===== config.mk =====
export PLATFORM = sky130hd
export DESIGN_NAME = u2_core
export DESIGN_NICKNAME = d
export VERILOG_FILES = /design/src/u2_core_pkg.sv /design/src/axil_settings_bridge.sv /design/src/vita_time_counter.sv /design/src/misc_ctrl_regs.sv /design/src/u2_core.sv
export SDC_FILE = /design/constraint.sdc
export NUM_CORES = 1
export LEC_CHECK = 0
export BUFFER_PORTS_ARGS = -buffer_cell sky130_fd_sc_hd__buf_4
export CORE_MARGIN = 5
export CORE_UTILIZATION = 61
export CTS_BUF_LIST = sky130_fd_sc_hd__clkbuf_8
export CTS_CLUSTER_SIZE = 40
export DETAILED_ROUTE_END_ITERATION = 6
export GPL_TIMING_DRIVEN = 0
export PLACE_DENSITY = 0.82
export SYNTH_ARGS = -nofsm -noshare
export SYNTH_HDL_FRONTEND = slang
export SYNTH_SLANG_ARGS = --single-unit

===== constraint.sdc =====
create_clock -name dsp_clk -period 3.3 [get_ports dsp_clk]
set_clock_uncertainty 0.15 [all_clocks]
set_input_delay 0.33 -clock dsp_clk [delete_from_list [all_inputs] [get_ports dsp_clk]]
set_output_delay 0.33 -clock dsp_clk [all_outputs]
set_load 0.005 [all_outputs]

===== src/u2_core_pkg.sv =====
`default_nettype none

package u2_core_pkg;

   ////////////////////////////////////////////////////////////
   // Settings bus

   // Register address on the settings bus
   typedef logic [7:0] set_addr_t;

   // Settings data word
   typedef logic [31:0] set_data_t;

   // One settings write, valid only in the cycle where stb is high
   typedef struct packed {
      logic      stb;
      set_addr_t addr;
      set_data_t data;
   } set_bus_t;

   ////////////////////////////////////////////////////////////
   // Time base and readback

   // VITA time, full seconds and ticks in one counter
   typedef logic [63:0] vita_time_t;

   // Word returned on a host read
   typedef logic [31:0] rb_word_t;

   ////////////////////////////////////////////////////////////
   // Register map

   // Misc block uses seven addresses starting here
   localparam int SR_MISC   = 0;
   // Time block uses three addresses starting here
   localparam int SR_TIME64 = 10;

   // Run and clock status LEDs under hardware control after reset
   localparam logic [7:0] LED_SRC_AT_RESET = 8'h1E;

   // Major in the upper half, minor in the lower half
   localparam logic [31:0] COMPAT_NUM = {16'd10, 16'd0};

   ////////////////////////////////////////////////////////////
   // Host bus

   // Byte address width of the AXI4-Lite slave
   localparam int AXIL_ADDR_W = 10;
   // Readback word index width, eight words
   localparam int RB_IDX_W    = 3;

endpackage

`default_nettype wire


===== src/axil_settings_bridge.sv =====
`timescale 1ns/1ns
`default_nettype none

module axil_settings_bridge
   import u2_core_pkg::*;
#(
   parameter int AXIL_ADDR_W = u2_core_pkg::AXIL_ADDR_W
) (
   input  wire logic                   dsp_clk,
   input  wire logic                   rst_n_i,

   // Write address
   input  wire logic [AXIL_ADDR_W-1:0] awaddr_i,
   input  wire logic                   awvalid_i,
   output logic                        awready_o,

   // Write data
   input  wire set_data_t              wdata_i,
   input  wire logic [3:0]             wstrb_i,
   input  wire logic                   wvalid_i,
   output logic                        wready_o,

   // Write response
   output logic [1:0]                  bresp_o,
   output logic                        bvalid_o,
   input  wire logic                   bready_i,

   // Read address
   input  wire logic [AXIL_ADDR_W-1:0] araddr_i,
   input  wire logic                   arvalid_i,
   output logic                        arready_o,

   // Read data
   output rb_word_t                    rdata_o,
   output logic [1:0]                  rresp_o,
   output logic                        rvalid_o,
   input  wire logic                   rready_i,

   // Readback sources
   input  wire vita_time_t             vita_time_i,
   input  wire vita_time_t             vita_time_pps_i,
   input  wire logic [7:0]             leds_i,
   input  wire logic                   clk_status_i,

   output set_bus_t                    set_bus_o
);

   localparam logic [1:0] RESP_OKAY = 2'b00;

   logic                wr_accept;
   logic                rd_accept;
   logic                bvalid_q;
   logic                rvalid_q;
   logic                set_stb_q;
   set_addr_t           set_addr_q;
   set_data_t           set_data_q;
   logic [RB_IDX_W-1:0] rd_idx;
   rb_word_t            rb_word;
   rb_word_t            rdata_q;

   ////////////////////////////////////////////////////////////
   // Write path

   // Address and data must arrive together, and the last response must be taken.
   // Byte strobes are not supported, every write is a full word (wstrb_i)
   assign wr_accept = awvalid_i & wvalid_i & ~bvalid_q;
   assign awready_o = wr_accept;
   assign wready_o  = wr_accept;

   always_ff @(posedge dsp_clk) begin
      if (!rst_n_i) begin
         set_stb_q <= 1'b0;
         bvalid_q  <= 1'b0;
      end else begin
         set_stb_q <= wr_accept;
         if (wr_accept) begin
            bvalid_q <= 1'b1;
         end else if (bready_i) begin
            bvalid_q <= 1'b0;
         end
      end
   end

   // Word address on the settings bus
   always_ff @(posedge dsp_clk) begin
      if (wr_accept) begin
         set_addr_q <= set_addr_t'(awaddr_i >> 2);
         set_data_q <= wdata_i;
      end
   end

   assign set_bus_o = '{stb: set_stb_q, addr: set_addr_q, data: set_data_q};
   assign bvalid_o  = bvalid_q;
   assign bresp_o   = RESP_OKAY;

   ////////////////////////////////////////////////////////////
   // Read path

   assign rd_accept = arvalid_i & ~rvalid_q;
   assign arready_o = rd_accept;
   assign rd_idx    = araddr_i[RB_IDX_W+1:2];

   always_comb begin
      case (rd_idx)
         3'd0:    rb_word = COMPAT_NUM;
         3'd1:    rb_word = vita_time_i[63:32];
         3'd2:    rb_word = vita_time_i[31:0];
         3'd3:    rb_word = vita_time_pps_i[63:32];
         3'd4:    rb_word = vita_time_pps_i[31:0];
         // Status word
         3'd5:    rb_word = {16'd0, leds_i, 7'd0, clk_status_i};
         default: rb_word = '0;
      endcase
   end

   always_ff @(posedge dsp_clk) begin
      if (!rst_n_i) begin
         rvalid_q <= 1'b0;
      end else if (rd_accept) begin
         rvalid_q <= 1'b1;
      end else if (rready_i) begin
         rvalid_q <= 1'b0;
      end
   end

   // Sampled at acceptance, held while the host stalls
   always_ff @(posedge dsp_clk) begin
      if (rd_accept) begin
         rdata_q <= rb_word;
      end
   end

   assign rvalid_o = rvalid_q;
   assign rdata_o  = rdata_q;
   assign rresp_o  = RESP_OKAY;

endmodule

`default_nettype wire


===== src/vita_time_counter.sv =====
`timescale 1ns/1ns
`default_nettype none

module vita_time_counter
   import u2_core_pkg::*;
#(
   parameter int BASE = SR_TIME64
) (
   input  wire logic     dsp_clk,
   input  wire logic     rst_n_i,
   input  wire set_bus_t set_bus_i,
   input  wire logic     pps_i,
   output vita_time_t    vita_time_o,
   output vita_time_t    vita_time_pps_o
);

   logic        wr_hi;
   logic        wr_lo;
   logic        wr_ctrl;
   set_data_t   pend_hi;
   set_data_t   pend_lo;
   logic        load_now;
   logic        arm_pps;
   logic        armed_q;
   logic [1:0]  pps_sync;
   logic        pps_del;
   logic        pps_edge;
   logic        pps_cap;
   vita_time_t  time_q;
   vita_time_t  time_pps_q;

   ////////////////////////////////////////////////////////////
   // Settings decode

   assign wr_hi   = set_bus_i.stb && (set_bus_i.addr == set_addr_t'(BASE));
   assign wr_lo   = set_bus_i.stb && (set_bus_i.addr == set_addr_t'(BASE + 1));
   assign wr_ctrl = set_bus_i.stb && (set_bus_i.addr == set_addr_t'(BASE + 2));

   // Bit 0 of the control word picks PPS-aligned load
   assign load_now = wr_ctrl & ~set_bus_i.data[0];
   assign arm_pps  = wr_ctrl & set_bus_i.data[0];

   always_ff @(posedge dsp_clk) begin
      if (wr_hi) begin
         pend_hi <= set_bus_i.data;
      end
      if (wr_lo) begin
         pend_lo <= set_bus_i.data;
      end
   end

   ////////////////////////////////////////////////////////////
   // PPS edge

   // Two flops for metastability, then a registered edge pulse
   always_ff @(posedge dsp_clk) begin
      if (!rst_n_i) begin
         pps_sync <= 2'b00;
         pps_del  <= 1'b0;
         pps_edge <= 1'b0;
         pps_cap  <= 1'b0;
      end else begin
         pps_sync <= {pps_sync[0], pps_i};
         pps_del  <= pps_sync[1];
         pps_edge <= pps_sync[1] & ~pps_del;
         pps_cap  <= pps_edge;
      end
   end

   ////////////////////////////////////////////////////////////
   // Counter and capture

   always_ff @(posedge dsp_clk) begin
      if (!rst_n_i) begin
         time_q     <= '0;
         time_pps_q <= '0;
         armed_q    <= 1'b0;
      end else begin
         if (load_now) begin
            time_q <= {pend_hi, pend_lo};
         end else if (pps_edge && armed_q) begin
            time_q <= {pend_hi, pend_lo};
         end else begin
            time_q <= time_q + 64'd1;
         end

         if (arm_pps) begin
            armed_q <= 1'b1;
         end else if (pps_edge) begin
            armed_q <= 1'b0;
         end

         // One cycle after the edge, so a PPS load is seen exactly
         if (pps_cap) begin
            time_pps_q <= time_q;
         end
      end
   end

   assign vita_time_o     = time_q;
   assign vita_time_pps_o = time_pps_q;

endmodule

`default_nettype wire


===== src/misc_ctrl_regs.sv =====
`timescale 1ns/1ns
`default_nettype none

module misc_ctrl_regs
   import u2_core_pkg::*;
#(
   parameter int         BASE             = SR_MISC,
   parameter logic [7:0] LED_SRC_AT_RESET = u2_core_pkg::LED_SRC_AT_RESET
) (
   input  wire logic     dsp_clk,
   input  wire logic     rst_n_i,
   input  wire set_bus_t set_bus_i,
   input  wire logic     run_rx_i,
   input  wire logic     run_tx_i,
   input  wire logic     clk_status_i,
   output logic [3:0]    serdes_ctrl_o,
   output logic [3:0]    adc_ctrl_o,
   output logic          phy_reset_n_o,
   output logic [7:0]    leds_o
);

   logic       wr_serdes;
   logic       wr_adc;
   logic       wr_led_sw;
   logic       wr_phy;
   logic       wr_led_src;
   logic [3:0] serdes_q;
   logic [3:0] adc_q;
   logic       phy_reset_q;
   logic [7:0] led_sw_q;
   logic [7:0] led_src_q;
   logic [7:0] led_hw;

   ////////////////////////////////////////////////////////////
   // Register decode

   assign wr_serdes  = set_bus_i.stb && (set_bus_i.addr == set_addr_t'(BASE + 1));
   assign wr_adc     = set_bus_i.stb && (set_bus_i.addr == set_addr_t'(BASE + 2));
   assign wr_led_sw  = set_bus_i.stb && (set_bus_i.addr == set_addr_t'(BASE + 3));
   assign wr_phy     = set_bus_i.stb && (set_bus_i.addr == set_addr_t'(BASE + 4));
   assign wr_led_src = set_bus_i.stb && (set_bus_i.addr == set_addr_t'(BASE + 6));

   always_ff @(posedge dsp_clk) begin
      if (!rst_n_i) begin
         serdes_q    <= 4'd0;
         adc_q       <= 4'd0;
         phy_reset_q <= 1'b0;
         led_sw_q    <= 8'd0;
         led_src_q   <= LED_SRC_AT_RESET;
      end else begin
         if (wr_serdes) begin
            serdes_q <= set_bus_i.data[3:0];
         end
         if (wr_adc) begin
            adc_q <= set_bus_i.data[3:0];
         end
         if (wr_led_sw) begin
            led_sw_q <= set_bus_i.data[7:0];
         end
         if (wr_phy) begin
            phy_reset_q <= set_bus_i.data[0];
         end
         if (wr_led_src) begin
            led_src_q <= set_bus_i.data[7:0];
         end
      end
   end

   ////////////////////////////////////////////////////////////
   // LED merge

   // Hardware status LEDs
   assign led_hw = {3'b000, run_tx_i, run_rx_i, clk_status_i, 2'b00};

   // Source bit set picks hardware, clear picks software
   assign leds_o = (led_src_q & led_hw) | (~led_src_q & led_sw_q);

   assign serdes_ctrl_o = serdes_q;
   assign adc_ctrl_o    = adc_q;
   assign phy_reset_n_o = ~phy_reset_q;

endmodule

`default_nettype wire


===== src/u2_core.sv =====
`timescale 1ns/1ns
`default_nettype none

module u2_core
   import u2_core_pkg::*;
(
   input  wire logic                   dsp_clk,
   input  wire logic                   rst_n_i,

   // AXI4-Lite write address
   input  wire logic [AXIL_ADDR_W-1:0] awaddr_i,
   input  wire logic                   awvalid_i,
   output logic                        awready_o,

   // AXI4-Lite write data
   input  wire logic [31:0]            wdata_i,
   input  wire logic [3:0]             wstrb_i,
   input  wire logic                   wvalid_i,
   output logic                        wready_o,

   // AXI4-Lite write response
   output logic [1:0]                  bresp_o,
   output logic                        bvalid_o,
   input  wire logic                   bready_i,

   // AXI4-Lite read address
   input  wire logic [AXIL_ADDR_W-1:0] araddr_i,
   input  wire logic                   arvalid_i,
   output logic                        arready_o,

   // AXI4-Lite read data
   output logic [31:0]                 rdata_o,
   output logic [1:0]                  rresp_o,
   output logic                        rvalid_o,
   input  wire logic                   rready_i,

   // Timing and status
   input  wire logic                   pps_i,
   input  wire logic                   run_rx_i,
   input  wire logic                   run_tx_i,
   input  wire logic                   clk_status_i,

   // Board control
   output logic [7:0]                  leds_o,
   output logic [3:0]                  serdes_ctrl_o,
   output logic [3:0]                  adc_ctrl_o,
   output logic                        phy_reset_n_o
);

   set_bus_t   set_bus;
   vita_time_t vita_time;
   vita_time_t vita_time_pps;
   logic [7:0] leds;

   ////////////////////////////////////////////////////////////
   // Host access

   axil_settings_bridge #(
      .AXIL_ADDR_W(AXIL_ADDR_W)
   ) bridge (
      .dsp_clk(dsp_clk), .rst_n_i(rst_n_i),
      .awaddr_i(awaddr_i), .awvalid_i(awvalid_i), .awready_o(awready_o),
      .wdata_i(wdata_i), .wstrb_i(wstrb_i), .wvalid_i(wvalid_i), .wready_o(wready_o),
      .bresp_o(bresp_o), .bvalid_o(bvalid_o), .bready_i(bready_i),
      .araddr_i(araddr_i), .arvalid_i(arvalid_i), .arready_o(arready_o),
      .rdata_o(rdata_o), .rresp_o(rresp_o), .rvalid_o(rvalid_o), .rready_i(rready_i),
      .vita_time_i(vita_time), .vita_time_pps_i(vita_time_pps),
      .leds_i(leds), .clk_status_i(clk_status_i),
      .set_bus_o(set_bus)
   );

   ////////////////////////////////////////////////////////////
   // VITA time

   vita_time_counter #(
      .BASE(SR_TIME64)
   ) time64 (
      .dsp_clk(dsp_clk), .rst_n_i(rst_n_i),
      .set_bus_i(set_bus), .pps_i(pps_i),
      .vita_time_o(vita_time), .vita_time_pps_o(vita_time_pps)
   );

   ////////////////////////////////////////////////////////////
   // Misc control and LEDs

   misc_ctrl_regs #(
      .BASE(SR_MISC),
      .LED_SRC_AT_RESET(LED_SRC_AT_RESET)
   ) misc (
      .dsp_clk(dsp_clk), .rst_n_i(rst_n_i),
      .set_bus_i(set_bus),
      .run_rx_i(run_rx_i), .run_tx_i(run_tx_i), .clk_status_i(clk_status_i),
      .serdes_ctrl_o(serdes_ctrl_o), .adc_ctrl_o(adc_ctrl_o),
      .phy_reset_n_o(phy_reset_n_o), .leds_o(leds)
   );

   assign leds_o = leds;

endmodule

`default_nettype wire


==> results of run 1 <==
## state kept, by name, indices dropped and copies added (netlist names), 2 cells and up
name,cells
bridge.set_data_q,32
time64.vita_time_o,64
misc.serdes_ctrl_o,4
misc.led_src_q,8
time64.pend_hi,32
bridge.set_addr_q,8
misc.led_sw_q,8
misc.adc_ctrl_o,4
time64.vita_time_pps_o,64
time64.pps_sync,2
time64.pend_lo,32
bridge.rdata_o,32
## kinds of logic (layout without fill, tap and decap cells)
kind of cell | Yosys count | count (layout)
AO/OA/AOI/OAI | 194 | 194
XOR/XNOR | 29 | 29
adder cells (fa/ha/maj) | 1 | 1
buffers and inverters | 90 | 329
flip-flops | 298 | 298
multiplexers | 108 | 108
other | 1 | 5
AND/OR/NAND/NOR | 364 | 364
## metal layers
layer  global-route usage [%]  vias up  routed length, um
li1                         -     4442                  -
met1                     42.0     4769              14100
met2                     50.0      541              16400
met3                     4.94       84               3150
met4                     11.2        0               1140
met5                        0        -                  0
## cell usage after synthesis (4+ instances only)
cell type / count / area, um2
mux2_2: 8 / 90.1
o21ai_0: 40 / 200
edfxtp_1: 136 / 4080
a31oi_1: 20 / 125
nand3_1: 36 / 180
dfxtp_1: 162 / 3240
o31ai_1: 21 / 158
nand2b_1: 4 / 25.0
or4_1: 24 / 180
and2_1: 9 / 56.3
inv_1: 10 / 37.5
and3_1: 9 / 56.3
and4_1: 8 / 70.1
nand2_1: 50 / 188
buf_2: 5 / 25.0
clkbuf_1: 61 / 229
a22oi_1: 48 / 360
buf_1: 9 / 33.8
xnor2_1: 16 / 140
a311oi_1: 6 / 52.6
buf_4: 5 / 37.5
o22ai_1: 7 / 43.8
or3_1: 11 / 68.8
a211oi_1: 19 / 143
mux2i_1: 100 / 1000
nor4_1: 9 / 56.3
a21oi_1: 22 / 110
nor2b_1: 9 / 56.3
nor3_1: 10 / 50.1
xor2_1: 13 / 114
nand4_1: 28 / 175
nor2_1: 145 / 544
## final timing paths
path | depth (start not counted) | from | slack, ps | end
max | 7 | time64.vita_time_o[0] | 140 | time64.vita_time_o[38]
min reg2reg | 1 | time64.pps_del | 270 | time64.pps_edge
max reg2reg | 7 | time64.vita_time_o[0] | 140 | time64.vita_time_o[38]
min | 4 | rst_n_i | 20 | time64.vita_time_o[51]
## where the power goes
| part | switching, mW | total (mW) | leakage (nW) | internal, mW |
|---|---|---|---|---|
| registers | 0.0366 | 3.95 | 2.57 | 3.91 |
| logic | 0.171 | 0.323 | 2.18 | 0.151 |
| clock network | 1.44 | 2.96 | 0.517 | 1.52 |
| total | 1.65 | 7.23 | 5.27 | 5.58 |
## worst max-delay path: stages, from the launching register on
cell      delay, ps
dfxtp_1         530
ha_1            290
nand2_1         120
nor3_2          430
nand4_1         520
clkbuf_1        410
or4_1           470
a31oi_1         160
## stage by stage
stage	power, mW	setup WS (ps)	hold WS, ps	util, %
finish	7.23	142	21.5	75.3
CTS	7.21	202	4.60	75.3
floorplan	4.14	292	217	-
detailed placement	4.29	239	227	68.4
global route	7.46	17.7	44.7	75.3
global placement	4.28	-469	222	68.2
## final cells by class
type,instances,area share [%]
Multi-Input combinational cell,700,30.7
Sequential cell,298,49.8
Clock buffer,55,5.15
Inverter,10,0.255
Timing Repair Buffer,154,8.73
Antenna cell,1,0.0170
Buffer,80,2.21
Tap cell,265,2.25
Clock inverter,30,0.893
==> summary.md, run 1 <==
| Metric | Value |
|---|---|
| Yosys reg bits | `298` |
| Number of enable flip-flop cells after synthesis | `136` |
| Pwr Density | `492 mW/mm2` |
| Final setup fails | `0` |
| Clock insertion delay at the later pin of the skew report | `570 ps` |
| Detailed-route wire length per cell | `21.8 um` |
| Final WL | `34800 um` |
| XOR/XNOR Fraction of Synth Area | `around 2.1%` |
| Initial antenna violation count | `0` |
| Setup CP Type | `flip-flop to flip-flop` |
| Crit share post-route | `95.7%` |
| Rel. slew slack | `31.3%` |
| Global-route wire length before repair | `53400 um` |
| Final net count | `1358` |
| Synth warn | `0` |
| Port-buffer cells | `107` |
| Post-route ant nets | `0` |
| Max cap viols | `0` |
| Tmin final | `~3200 ps` |
| DRC viols | `0` |
| Die Y-Extent | `151 um` |
| Worst slew pin tran | `1030 ps` |
| Total GRT Usage | `a little under a third` |
| Final Cell Area | `0.0147 mm2` |
| Unrepaired setup endpoints after global routing | `false` |
| Avg Inst Size Synth | `11.2 um2` |
| DRT Pass-1 Iters | `5` |
| Count of cell types in the netlist | `47` |
| Final max-slew violation count | `0` |
| Synth Area in Compound Gates | `10.7%` |
| Via density | `around 6.2` |
| Cts repair resizes | `0` |
| Worst EP required | `3640 ps` |
| Final Hold Viols | `0` |
| Critical path fanouts, max | `10` |
| IO Count | `approximately 130` |
| Die X | `151 um` |
| Total setup buffers inserted after CTS | `0` |
| Hold WC Path Type | `primary input to flip-flop` |
| Largest family of logic cells by synthesized area | `simple AND/OR/NAND/NOR gates` |
| Clk slew on worst S/H paths | `70 ps` |
| RePlAce Congestion | `0.983` |
| Predominant post-synthesis flop cell | `dfxtp_1` |
| Core Area | `between 0.015 and 0.02 mm2` |
| Sequential share of the synthesized area | `60.2%` |
| Setup TNS | `0 ps` |
| FFs w/ async S/R, synth | `0%` |
| Grt ovf | `0` |
| Hpwl dp | `23400 um` |
| Layout area overhead | `20.9%` |
| DRT iter0 DRCs | `1091` |
| Peak VDD IR | `0.476 mV` |
| CTS max path bufs | `3` |
| Count of non-filler cells in the finished layout | `1593` |
| Leakage | `5.27 nW` |
| Most frequent cells in the layout | `dfxtp_1 (162), nor2_1 (142), edfxtp_1 (136)` |
| Share of cells above drive strength 1 | `15.4%` |
| Placed cell count | `1461` |
| TritonCTS clock tree | `yes` |
| Most common cell after layout, fill and taps aside | `dfxtp_1` |
| Fill cells | `1322` |
| Multi-input logic area | `between 0.004 and 0.005 mm2` |
| Run status | `finished clean` |
| FF+latch area | `0.00733 mm2` |
| Root Buffer | `clkbuf_8` |
| Synth Instances | `1085` |
| Fmax | `0.317 GHz` |
| Dpl cell area | `0.0134 mm2` |
| Critical path endpoint category | `flip-flop` |
| Critical Path AT | `between 3000 and 4000 ps` |
| Vias in the first global route | `9580` |
| Clock sink total | `298` |
| Std cell rows | `about 50` |
| H-tree lvl count | `2` |
| Post-CTS Hold Buffers | `46` |
| Mux share of post-synthesis cell area | `about 9%` |
| Startpoint Class | `flip-flop` |
| Pin count of the biggest net entering global routing | `36` |
| Total CTS buffers | `between 40 and 50` |
| Starting Density | `62.3%` |
| Post-Synth Simple-Gate Area | `14.9%` |
| Post-Synth Adder-Cell Area | `0.103%` |
| Die ar. | `0.0229 mm2` |
| Post-Syn Area | `0.0122 mm2` |
| Total number of vias | `9836` |
Note: power is estimated with default switching activity, not from simulation.
==> run 2: changes to the inputs <==
--- a/config.mk
+++ b/config.mk
@@ -7,12 +7,13 @@
 export LEC_CHECK = 0
 export BUFFER_PORTS_ARGS = -buffer_cell sky130_fd_sc_hd__buf_4
 export CORE_MARGIN = 5
-export CORE_UTILIZATION = 61
+export CORE_UTILIZATION = 42
 export CTS_BUF_LIST = sky130_fd_sc_hd__clkbuf_8
 export CTS_CLUSTER_SIZE = 40
 export DETAILED_ROUTE_END_ITERATION = 6
 export GPL_TIMING_DRIVEN = 0
-export PLACE_DENSITY = 0.82
+export HOLD_SLACK_MARGIN = 0.15
+export MAX_ROUTING_LAYER = met4
 export SYNTH_ARGS = -nofsm -noshare
 export SYNTH_HDL_FRONTEND = slang
 export SYNTH_SLANG_ARGS = --single-unit
==> run 2 against run 1 <==
Against the previous run:
- combinational power about the same
- flip-flop and latch count unchanged
- cell count up 8.1%
- largest cell class unchanged
==> summary.md, run 2 (synthesis results as in run 1) <==
| Metric | Value |
|---|---|
| Core Area | `between 0.02 and 0.03 mm2` |
| Startpoint Class | `flip-flop` |
| FF-to-FF setup slack | `210 ps` |
| Grt ovf | `0` |
| Fill cells | `2600` |
| TritonCTS clock tree | `yes` |
| Final net count | `1366` |
| Unrepaired setup endpoints after global routing | `false` |
| Starting Density | `42.5%` |
| Worst setup path startpoint | `bridge.set_addr_q[5]` |
| Clock sink total | `298` |
| Switch Pwr | `1.63 mW` |
| Hold WC Path Type | `primary input to flip-flop` |
| Detailed-route wire length per cell | `20.1 um` |
| Critical path endpoint category | `flip-flop` |
| Final Hold Viols | `0` |
| Clk slew on worst S/H paths | `70 ps` |
| Pin count of the biggest net entering global routing | `34` |
| Post-route ant nets | `0` |
| Most common cell after layout, fill and taps aside | `dfxtp_1` |
| DRT iter0 DRCs | `approximately 850` |
| Clock Power Share | `41.3%` |
| Final setup fails | `0` |
| Initial antenna violation count | `0` |
| Tmin final | `3090 ps` |
| Crit share post-route | `93.5%` |
| Total number of vias | `approximately 9400` |
| Port-buffer cells | `107` |
| FF+latch area | `0.00733 mm2` |
| Worst EP required | `3580 ps` |
| Multi-input logic area | `0.00452 mm2` |
| Die ar. | `0.0325 mm2` |
| WL met1 | `15800 um` |
| Std cell rows | `62` |
| Run status | `finished clean` |
| Vias in the first global route | `around 9000` |
| Hpwl dp | `24700 um` |
| Rel. slew slack | `between 30% and 40%` |
| DRC viols | `0` |
| RR Startpoint | `bridge.set_addr_q[5]` |
| Placed cell count | `1581` |
| Pwr Density | `486 mW/mm2` |
| Via density | `approximately 5.5` |
| Reg2reg path depth | `6` |
| IO Count | `125` |
| Most frequent cells in the layout | `dfxtp_1 (162), nor2_1 (142), edfxtp_1 (136)` |
| Setup CP Type | `flip-flop to flip-flop` |
| P_int | `5.64 mW` |
| Total GRT Usage | `21.3%` |
| Worst slew pin tran | `between 900 and 1000 ps` |
| Layout area overhead | `23.0%` |
| CTS max path bufs | `3` |
| Die Y-Extent | `between 150 and 200 um` |
| Final WL | `34600 um` |
| Peak VDD IR | `just under 0.3 mV` |
| Critical path fanouts, max | `10` |
| Clock insertion delay at the later pin of the skew report | `560 ps` |
| Sw Ratio | `22.4%` |
| RePlAce Congestion | `0.946` |
| Total CTS buffers | `50` |
| Seq pwr share | `54.3%` |
| Share of cells above drive strength 1 | `between 10% and 20%` |
| Metal2 WL | `15800 um` |
| Total power | `~7.3 mW` |
| Max cap viols | `0` |
| Count of non-filler cells in the finished layout | `1722` |
| R2r endpoint | `time64.vita_time_o[51]` |
| H-tree lvl count | `2` |
| Root Buffer | `clkbuf_8` |
| DRT Pass-1 Iters | `5` |
| Final max-slew violation count | `0` |
| Die X | `180 um` |
| Ant diodes | `0` |
| Leakage | `5.37 nW` |
| Fmax | `roughly 0.32 GHz` |
| Critical Path AT | `3370 ps` |
| Worst setup endpoint | `time64.vita_time_o[51]` |
| Met3 wire length | `2500 um` |
| Uppermost layer routed | `met4` |
| Global-route wire length before repair | `53300 um` |
| Comb pwr share | `4.4%` |
==> run 2: changes by cell type in the layout (fill, tap and decap cells not counted), sizes merged <==
cell / before / now
inv: 26 / 35
diode: 1 / 0
clkinv: 14 / 10
buf: 127 / 128
dlygate4sd3: 46 / 49
clkbuf: 116 / 118
==> run 2: metrics by stage <==
step | setup TNS [ps] | util [%] | setup WS (ps) | hold WS (ps) | instance area [um2]
finish | 0 | 52.2 | 215 | 192 | 15000
global route | 0 | 52.2 | 38.2 | 158 | 15000
CTS | 0 | 52.2 | 181 | 176 | 14900
detailed placement | 0 | 47.3 | 208 | 228 | 13500
global placement | -47690 | 47.0 | -774 | 222 | 13500
floorplan | 0 | - | 292 | 217 | 12200
==> run 2: worst max-delay path, cell delays in order (launching register included) <==
cell and delay [ps]:
edfxtp_1 380, or4_1 660, o41ai_2 890, clkbuf_1 600, nor3_1 90, o31ai_1 100, nand3_1 90
==> run 2: worst min path at each step <==
stage / from / end / slack (ps) / cells after the start
after floorplan: time64.pps_del / time64.pps_edge / 220 / 1
after global placement: time64.pps_del / time64.pps_edge / 220 / 1
after detailed placement: time64.pps_del / time64.pps_edge / 230 / 1
after CTS: clk_status_i / bridge.rdata_o[0] / 180 / 3
after global routing: clk_status_i / bridge.rdata_o[0] / 160 / 3
final: arvalid_i / bridge.rdata_o[21] / 190 / 2
==> run 2: power by group through the flow <==
stage          clock (mW)  sequential (mW)  combinational [mW]
2_1_floorplan           0             4.02               0.120
3_3_place_gp            0             4.02               0.271
3_5_place_dp            0             4.02               0.276
4_1_cts              3.07             3.95               0.324
5_1_grt              3.25             3.95               0.351
6_report             3.00             3.95               0.323
==> run 2: per-layer routing <==
| metal | vias up | GRT usage, % |
|---|---|---|
| li1 | 4465 | - |
| met1 | 4566 | 30.3 |
| met2 | 351 | 32.5 |
| met3 | 53 | 3.47 |
| met4 | 0 | 4.30 |
| met5 | - | - |
==> run 2: layout make-up <==
| type | count | share of cell area [%] |
|---|---|---|
| plain buffers | 80 | 2.18 |
| clock buffers | 57 | 5.25 |
| clock inverters | 35 | 0.929 |
| inverters | 10 | 0.251 |
| multi-input cells | 700 | 30.2 |
| flip-flops and latches | 298 | 49.0 |
| well taps | 384 | 3.21 |
| repair buffers | 158 | 8.97 |
==> run 2: timing repair <==
item                                   CTS  global route
gates resized for setup                  0             1
hold buffers                            49             0
setup buffers                            0             0
setup endpoints to repair                0             1
endpoints found under the hold margin   56             0
